### config.mk
export PLATFORM = sky130hd
export DESIGN_NAME = gameCore
export DESIGN_NICKNAME = d
export VERILOG_FILES = /design/src/hw/gamePkg.sv /design/src/hw/gameCore.sv /design/src/hw/gameState.sv /design/src/hw/hitDetect.sv /design/src/hw/zombieContact.sv /design/src/hw/frameCapture.sv
export VERILOG_INCLUDE_DIRS = /design/src /design/src/hw
export SDC_FILE = /design/constraint.sdc
export NUM_CORES = 1
export LEC_CHECK = 0
export BUFFER_PORTS_ARGS = -buffer_cell sky130_fd_sc_hd__buf_2
export CAP_MARGIN = 20
export CORE_AREA = 3 3 335 337
export CTS_CLUSTER_SIZE = 10
export DETAILED_ROUTE_END_ITERATION = 8
export DIE_AREA = 0 0 338 340
export MAX_ROUTING_LAYER = met4
export SLEW_MARGIN = 20
export SYNTH_ARGS = -nofsm -noshare
export SYNTH_HDL_FRONTEND = slang
export SYNTH_SLANG_ARGS = --single-unit
### constraint.sdc
create_clock -name Clk -period 5.9 [get_ports Clk]
set_input_delay 0.295 -clock Clk [delete_from_list [all_inputs] [get_ports Clk]]
set_output_delay 0.295 -clock Clk [all_outputs]
set_load 0.1 [all_outputs]
### src/hw/gameSettings.svh
// Game settings for the zombie collision core
// Screen bounds, sprite sizes and start values shared by every block

`ifndef GAME_SETTINGS_SVH
`define GAME_SETTINGS_SVH

// Field widths
`define COORD_W      10   // Screen coordinate bits
`define TILE_W       2    // Barrier tile code bits
`define HEALTH_W     3    // Shooter health bits

// Sprites
`define NUM_ZOMBIES  10
`define SPRITE_FULL  31   // Sprite size minus one
`define SPRITE_HALF  15
`define BULLET_SIZE  4

// Bullet wall bounds in pixels
`define BULLET_X_MIN 32
`define BULLET_X_MAX 607
`define BULLET_Y_MIN 64
`define BULLET_Y_MAX 447

// Barrier map, one tile is 32 x 32 pixels
`define TILE_SHIFT   5
`define MAP_ROWS     15
`define MAP_COLS     20

`define MAX_HEALTH   5    // Health at the start of a game

`endif
### src/hw/gamePkg.sv
// Shared types for the collision core
// Coordinates, barrier tiles, zombie masks and the stage payloads

`include "gameSettings.svh"

package gamePkg;

  typedef logic [`COORD_W-1:0] coordT;
  typedef logic [`TILE_W-1:0] tileT;   // Nonzero means solid

  // Row-major map, index as map[row][col]
  typedef tileT [0:`MAP_ROWS-1][0:`MAP_COLS-1] barrierMapT;

  typedef logic [`NUM_ZOMBIES-1:0] zombieMaskT;   // One bit per zombie
  typedef logic [`HEALTH_W-1:0] healthT;

  // Positions sampled on a frame strobe
  typedef struct packed {
    coordT                     shooterX;
    coordT                     shooterY;
    coordT                     bulletX;
    coordT                     bulletY;
    logic                      bulletLive;
    coordT [`NUM_ZOMBIES-1:0]  zombieX;
    coordT [`NUM_ZOMBIES-1:0]  zombieY;
  } frameSnapT;

  // Collision events found for one frame
  typedef struct packed {
    zombieMaskT zombieHitMask;   // Bullet inside a zombie box
    zombieMaskT contactMask;     // Zombie corner on the shooter centre
    logic       wallHit;
    logic       barrierHit;
  } hitResultT;

endpackage

### src/hw/gameCore.sv
// Collision and damage core for the zombie shooter
// Capture, hit detection and game state, one cycle per stage

`timescale 1ns/1ns

`include "gameSettings.svh"

module gameCore
  import gamePkg::*;
(
  input  logic                     Clk,
  input  logic                     rstN,
  input  logic                     frameTick,
  input  logic                     newGame,
  input  coordT                    shooterX,
  input  coordT                    shooterY,
  input  coordT                    bulletX,
  input  coordT                    bulletY,
  input  logic                     bulletLive,
  input  coordT [`NUM_ZOMBIES-1:0] zombieX,
  input  coordT [`NUM_ZOMBIES-1:0] zombieY,
  input  barrierMapT               barrierMap,   // Held stable while frames are in flight
  output logic                     removeBullet,
  output zombieMaskT               zombieKilled,
  output logic                     shooterDamage,
  output zombieMaskT               zombieAlive,
  output healthT                   shooterHealth,
  output logic                     gameOver
);

  frameSnapT snap;
  logic      snapValid;
  hitResultT hits;
  logic      hitValid;

  frameCapture capture_i (
    .Clk, .rstN, .frameTick,
    .shooterX, .shooterY, .bulletX, .bulletY, .bulletLive,
    .zombieX, .zombieY,
    .snap, .snapValid
  );

  hitDetect detect_i (
    .Clk, .rstN, .snap, .snapValid, .barrierMap,
    .hits, .hitValid
  );

  gameState state_i (
    .Clk, .rstN, .newGame, .hits, .hitValid,
    .removeBullet, .zombieKilled, .shooterDamage,
    .zombieAlive, .shooterHealth, .gameOver
  );

endmodule

### src/hw/gameState.sv
// Game state, third pipeline stage
// Tracks live zombies, shooter health and game over, and turns each
// frame's hits into one-cycle outcome pulses

`timescale 1ns/1ns

`include "gameSettings.svh"

module gameState
  import gamePkg::*;
(
  input  logic       Clk,
  input  logic       rstN,
  input  logic       newGame,
  input  hitResultT  hits,
  input  logic       hitValid,
  output logic       removeBullet,
  output zombieMaskT zombieKilled,
  output logic       shooterDamage,
  output zombieMaskT zombieAlive,
  output healthT     shooterHealth,
  output logic       gameOver
);

  zombieMaskT killComb;
  logic       damageComb;
  healthT     healthNext;

  // Dead zombies neither die again nor bite
  assign killComb   = hits.zombieHitMask & zombieAlive;
  assign damageComb = (|(hits.contactMask & zombieAlive)) && !gameOver;

  // Saturates at zero
  assign healthNext = (damageComb && (shooterHealth != healthT'(0)))
                    ? shooterHealth - healthT'(1)
                    : shooterHealth;

  always_ff @(posedge Clk or negedge rstN)
  begin
    if (!rstN)
    begin
      removeBullet  <= 1'b0;
      zombieKilled  <= '0;
      shooterDamage <= 1'b0;
      zombieAlive   <= '1;
      shooterHealth <= healthT'(`MAX_HEALTH);
      gameOver      <= 1'b0;
    end
    else
    begin
      removeBullet  <= 1'b0;   // Pulses drop unless a frame lands
      zombieKilled  <= '0;
      shooterDamage <= 1'b0;
      if (newGame)
      begin
        // Fresh game, this cycle's frame is discarded
        zombieAlive   <= '1;
        shooterHealth <= healthT'(`MAX_HEALTH);
        gameOver      <= 1'b0;
      end
      else if (hitValid)
      begin
        removeBullet  <= hits.wallHit || hits.barrierHit || (|killComb);
        zombieKilled  <= killComb;
        shooterDamage <= damageComb;
        zombieAlive   <= zombieAlive & ~killComb;
        shooterHealth <= healthNext;
        gameOver      <= (healthNext == healthT'(0));
      end
    end
  end

endmodule

### src/hw/hitDetect.sv
// Hit detection, second pipeline stage
// Finds bullet hits on zombies, walls and barrier tiles, plus zombie
// contacts on the shooter, and registers them as one frame result

`timescale 1ns/1ns

`include "gameSettings.svh"

module hitDetect
  import gamePkg::*;
(
  input  logic       Clk,
  input  logic       rstN,
  input  frameSnapT  snap,
  input  logic       snapValid,
  input  barrierMapT barrierMap,
  output hitResultT  hits,
  output logic       hitValid
);

  localparam int RowW = $clog2(`MAP_ROWS);
  localparam int ColW = $clog2(`MAP_COLS);

  zombieMaskT      zombieHitComb;
  zombieMaskT      contactComb;
  coordT           bulletRight;
  coordT           bulletBottom;
  logic            wallComb;
  coordT           tileRow;
  coordT           tileCol;
  logic [RowW-1:0] rowIdx;
  logic [ColW-1:0] colIdx;
  logic            inMap;
  tileT            tileCode;
  logic            barrierComb;

  // Bullet inside a zombie box, edges inclusive
  always_comb
  begin
    coordT xMax;
    coordT yMax;
    zombieHitComb = '0;
    for (int i = 0; i < `NUM_ZOMBIES; i++)
    begin
      xMax = snap.zombieX[i] + coordT'(`SPRITE_FULL);
      yMax = snap.zombieY[i] + coordT'(`SPRITE_FULL);
      zombieHitComb[i] = snap.bulletLive
                      && (snap.bulletX >= snap.zombieX[i]) && (snap.bulletX <= xMax)
                      && (snap.bulletY >= snap.zombieY[i]) && (snap.bulletY <= yMax);
    end
  end

  // Screen walls
  assign bulletRight  = snap.bulletX + coordT'(`BULLET_SIZE);
  assign bulletBottom = snap.bulletY + coordT'(`BULLET_SIZE);
  assign wallComb = snap.bulletLive
                 && ((bulletBottom >= coordT'(`BULLET_Y_MAX))
                  || (snap.bulletY <= coordT'(`BULLET_Y_MIN + `BULLET_SIZE))
                  || (bulletRight >= coordT'(`BULLET_X_MAX))
                  || (snap.bulletX <= coordT'(`BULLET_X_MIN + `BULLET_SIZE)));

  // Barrier tile under the bullet, nothing solid outside the map
  assign tileRow  = snap.bulletY >> `TILE_SHIFT;
  assign tileCol  = snap.bulletX >> `TILE_SHIFT;
  assign rowIdx   = tileRow[RowW-1:0];
  assign colIdx   = tileCol[ColW-1:0];
  assign inMap    = (tileRow < coordT'(`MAP_ROWS)) && (tileCol < coordT'(`MAP_COLS));
  assign tileCode = inMap ? barrierMap[rowIdx][colIdx] : tileT'(0);
  assign barrierComb = snap.bulletLive && (tileCode != tileT'(0));

  // One contact checker per zombie, independent of the bullet
  for (genvar g = 0; g < `NUM_ZOMBIES; g++)
  begin : gContact
    zombieContact contact_i (
      .shooterX (snap.shooterX),
      .shooterY (snap.shooterY),
      .zombieX  (snap.zombieX[g]),
      .zombieY  (snap.zombieY[g]),
      .contact  (contactComb[g])
    );
  end

  always_ff @(posedge Clk)
  begin
    if (snapValid)
    begin
      hits.zombieHitMask <= zombieHitComb;
      hits.contactMask   <= contactComb;
      hits.wallHit       <= wallComb;
      hits.barrierHit    <= barrierComb;
    end
  end

  always_ff @(posedge Clk or negedge rstN)
  begin
    if (!rstN)
    begin
      hitValid <= 1'b0;
    end
    else
    begin
      hitValid <= snapValid;
    end
  end

endmodule

### src/hw/zombieContact.sv
// Zombie to shooter contact test
// Flags a zombie corner sitting on one of the four shooter centre pixels

`timescale 1ns/1ns

`include "gameSettings.svh"

module zombieContact
  import gamePkg::*;
(
  input  coordT shooterX,
  input  coordT shooterY,
  input  coordT zombieX,
  input  coordT zombieY,
  output logic  contact
);

  coordT zombieRight;    // Far edges of the zombie box
  coordT zombieBottom;
  coordT centreX;        // Upper-left centre pixel of the shooter
  coordT centreY;
  coordT centreX1;       // Lower-right centre pixel
  coordT centreY1;

  // All sums wrap at the coordinate width
  assign zombieRight  = zombieX + coordT'(`SPRITE_FULL);
  assign zombieBottom = zombieY + coordT'(`SPRITE_FULL);
  assign centreX      = shooterX + coordT'(`SPRITE_HALF);
  assign centreY      = shooterY + coordT'(`SPRITE_HALF);
  assign centreX1     = centreX + coordT'(1);
  assign centreY1     = centreY + coordT'(1);

  assign contact = ((zombieRight == centreX)  && (zombieBottom == centreY))   // Bottom-right
                || ((zombieRight == centreX)  && (zombieY == centreY1))       // Top-right
                || ((zombieX == centreX1)     && (zombieBottom == centreY))   // Bottom-left
                || ((zombieX == centreX1)     && (zombieY == centreY1));      // Top-left

endmodule

### src/hw/frameCapture.sv
// Frame capture, first pipeline stage
// Samples the shooter, bullet and zombie positions on the frame strobe

`timescale 1ns/1ns

`include "gameSettings.svh"

module frameCapture
  import gamePkg::*;
(
  input  logic                     Clk,
  input  logic                     rstN,
  input  logic                     frameTick,
  input  coordT                    shooterX,
  input  coordT                    shooterY,
  input  coordT                    bulletX,
  input  coordT                    bulletY,
  input  logic                     bulletLive,
  input  coordT [`NUM_ZOMBIES-1:0] zombieX,
  input  coordT [`NUM_ZOMBIES-1:0] zombieY,
  output frameSnapT                snap,
  output logic                     snapValid
);

  // Snapshot payload, only loaded on a frame strobe
  always_ff @(posedge Clk)
  begin
    if (frameTick)
    begin
      snap.shooterX   <= shooterX;
      snap.shooterY   <= shooterY;
      snap.bulletX    <= bulletX;
      snap.bulletY    <= bulletY;
      snap.bulletLive <= bulletLive;
      snap.zombieX    <= zombieX;
      snap.zombieY    <= zombieY;
    end
  end

  // Valid lines up with the loaded snapshot
  always_ff @(posedge Clk or negedge rstN)
  begin
    if (!rstN)
    begin
      snapValid <= 1'b0;
    end
    else
    begin
      snapValid <= frameTick;
    end
  end

endmodule

==> impl_summary.md <==
Timing
For the final database, setup skew stands at 0.0242 ns. In the finished design, the share of the clock period the worst path needs comes to ~75%. The number of hold violations in the final report was 0. The highest clock rate is about 230 MHz. Setup violations remaining at the end of the flow were counted as 0. In the final timing run, aggregate negative setup slack is 0 ns.

The number of pins exceeding their max-slew limit in the final report is 0. The worst pin sits at a relative slew slack of 24.9%. The routed design could run at a clock period as short as approximately 4.4 ns.

The transition time at the pin with the least slew margin is between 1 and 1.5 ns. Setup repair after global routing left no endpoint under its margin.

GRT
In the global route stage, overall resource usage came out at 26.0%. The total overflow left after global routing is 0. The first-pass GRT wire length is approximately 210000 um. Entering global routing, the biggest net connects about 130 pins. The via count of the first global-routing pass is approximately 30000. The number of antenna violations at the first check in global routing came to 19.

Pwr
The leakage power is around 17 nW. Power spread over the standard cell area amounts to roughly 210 mW/mm2. The peak ir drop on the vdd network is between 0.0002 and 0.0003 V.

Yosys
The area share of xor/xnor cells in the synthesized design is between 10% and 20%. The synthesized area divided by synthesized cell count is 9.36 um2. The synthesized-area fraction occupied by adder cells is between 15 and 20%. In this run, synthesis inferred around 260 flip-flops with an integrated enable.

The warning count from the yosys run is 0. In the synthesized netlist, mux cells make up between 3 and 4% of the area. The proportion of synthesized chip area in sequential cells is about 28%.

The area fraction in compound gates after synthesis is 14.8%. Counting flops with an async set or reset pin after synthesis yields a share of about a tenth. The count of cell types in the netlist is 96. The library cell with the largest summed area after synthesis is edfxtp_1.

The most frequently used flop master after synthesis is edfxtp_1. By area the synthesized netlist is led by edfxtp_1, ha_1, xnor2_1. The number of synthesized register bits is a little under 300. The proportion of netlist area held by the largest area contributor is about a quarter.

The main combinational cell family by area after synthesis is XOR/XNOR gates. The post-synth net total is around 4600. The cell count after synthesis came out at approximately 3300. The simple-gate portion of the synthesized area is between 15 and 20%.

The synthesized netlist occupies a cell area of 0.0309 mm2.

Cells and area
The number of nets in the final layout is about 5700. The post-route cell area is slightly above 0.04 mm2. In the final layout, the share of cells above drive strength 1 is between 20% and 30%. The count of placed standard cells in the final layout, fillers left out is slightly below 6000.

Measured on the finished design, the core utilization comes to between 30 and 40%. Leaving out fill and tap cells, the most frequent cells in the layout are buf_2, ha_1, xnor2_1, edfxtp_1, dlygate4sd3_1. The filler cells instantiated in the layout total about 11000. The sequential standard cell area is roughly 0.0086 mm2. The area taken by multi-input logic gates is between 0.02 and 0.025 mm2. Relative to the synthesized area, the layout overhead comes to 31.9%.

The library cell used most frequently in the layout, excluding fill and tap cells, is buf_2.

Clock tree
The clock root buffer is clkbuf_16. Buffers inserted during clock tree synthesis total 38. The post-CTS setup buffer count is 0. The H-tree level count is 2. The clock-pin slew reported for the worst setup and hold paths after clock tree synthesis is 0.07 ns. After clock tree synthesis, the repair step resized 0 gates.

The clock tree from TritonCTS is done. The later pin in the worst-skew pair is clocked with a latency of approximately 0.57 ns. The clock tree buffer depth is 3. The TritonCTS sink count is slightly below 300.

Placed design
The total half-perimeter wirelength after legalization and detailed placement is approximately 120000 um. The count of port buffers added during placement is 870. The placer congestion estimate is ~0.98. The number of cells in the design after placement is 5604. Once placement finished, the instance area stood at between 0.03 and 0.04 mm2.

Floorplanning
The number of I/O pins is about 870. The area inside the core boundary is around 0.11 mm2. The die extent in y is around 340 um.

From left edge to right edge, the die measures 338 um. The placement row count is 121. The die covers roughly 0.11 mm2. Once the floorplan was initialized, standard cells occupied between 20% and 30% of the core.

Status
The run finished with clean final reports.

Run
The tool flagged a number of max-cap violations equal to 0.

Drt
The number of nets still failing antenna checks after routing is 0. After detailed routing, the number of vias per cell comes to about 5.2. For this run, design rule violations remaining after detail routing come to 0. The via count of the routed design is 30600. Wires add up to between 150000 and 200000 um. The first detailed-routing pass ran for 5 iterations.

In this run, the number of DRC markers left after iteration 0 of detailed routing was 2000. The average detailed-routed wire length per instance is between 20 and 30 um.

Min path
The worst min-delay path category is in2reg. The worst min-delay path startpoint is bulletY[5]. The number of instances on the worst hold path is 1.

Setup path
STA classifies the critical path startpoint as a flop. The critical path is of the reg2reg type. STA puts the critical path data required time at 6.31 ns. The category of the worst setup path capture point is a flop. The reg-to-reg critical path startpoint is capture_i.snap[231]$_DFFE_PP_. At the worst endpoint, the arrival time is slightly below 5 ns.

Along the worst path, the maximum fanout reaches 11. The critical path starts at capture_i.snap[231]$_DFFE_PP_. The count of cells along the worst register-to-register path is 11.
==> report_power, final <==
group          switching [mW]  internal (mW)  total, mW
Clock                   0.912           1.27       2.18
Sequential              0.289           2.44       2.73
Combinational            2.06           1.60       3.65
==> layer usage <==
layer | global-route usage [%] | up-vias | wire, um
met5 | - | - | 0
met3 | 2.77 | 253 | 8350
met1 | 29.9 | 14700 | 59800
met4 | 11.8 | 0 | 7550
li1 | - | 14400 | -
met2 | 45.2 | 1222 | 76200
==> path summary, 6_finish.rpt <==
path                                                         to  slack [ns]
max reg2reg                          detect_i.hits[3]$_DFFE_PP_        1.47
max in group asynchronous  state_i.shooterHealth[1]$_DFFE_PN0P_        5.10
min in group asynchronous     state_i.zombieKilled[0]$_DFF_PN0_        0.31
max                                  detect_i.hits[3]$_DFFE_PP_        1.47
min reg2reg                  state_i.zombieAlive[5]$_DFFE_PN1P_        0.53
min                               capture_i.snap[206]$_DFFE_PP_        0.02
==> kinds of logic (layout without fill, tap and decap cells) <==
group	Yosys count	in the layout
AO/OA/AOI/OAI	712	712
XOR/XNOR	549	549
adder cells (fa/ha/maj)	426	426
buffers and inverters	329	1460
flip-flops	291	291
multiplexers	51	51
other	0	14
AND/OR/NAND/NOR	943	943
==> worst max-delay path: stages, from the launching register on <==
cell and delay [ns]:
edfxtp_1 0.35, clkinv_1 0.47, ha_1 0.85, nor2b_1 0.12, xnor2_1 0.34, nor4_1 0.14
clkbuf_2 0.18, nor3_4 0.49, xnor2_1 0.10, or4_1 0.41, or4_1 0.61, a22oi_1 0.20
==> through the flow <==
| stage | hold WS, ns | power (mW) | worst slack, ns |
|---|---|---|---|
| 2_1_floorplan | -0.000591 | 4.92 | 2.03 |
| 3_3_place_gp | 0.368 | 6.22 | 1.56 |
| 3_5_place_dp | 0.384 | 6.27 | 1.43 |
| 4_1_cts | 0.0120 | 8.60 | 1.40 |
| 5_1_grt | 0.0287 | 9.07 | 1.35 |
| 6_report | 0.0170 | 8.57 | 1.47 |
==> sequential cells by signal, indices dropped and copies added, names as in the netlist <==
name and cells:
detect_i.hits 22, detect_i.hitValid 1, state_i.removeBullet 1, capture_i.snap 241
state_i.gameOver 1, state_i.zombieKilled 10, state_i.zombieAlive 10, state_i.shooterDamage 1
state_i.shooterHealth 3, capture_i.snapValid 1
==> cell type report <==
cell class	instances	area share (%)
Antenna cell	14	0.0860
Clock buffer	57	2.66
Clock inverter	7	0.123
Inverter	228	2.10
Multi-Input combinational cell	2681	51.6
Sequential cell	291	21.1
Tap cell	1476	4.53
Timing Repair Buffer	1168	17.8
==> cells in the mapped netlist, drive strengths merged, types with 33 or more instances <==
cell	number
o21ai	146
mux4	37
a211oi	74
nor4	45
xnor2	425
a21o	58
nand2	170
nand4	90
inv	227
xor2	101
o211ai	33
clkbuf	49
a21oi	206
nor2	216
nor3	202
edfxtp	263
buf	52
nand3	99
o21a	46
ha	426
==> what timing repair did <==
action	in CTS	in global routing
hold endpoints to repair	254	0
hold buffers	239	0
setup endpoints to repair	0	0
(Power assumes the default switching activity.)
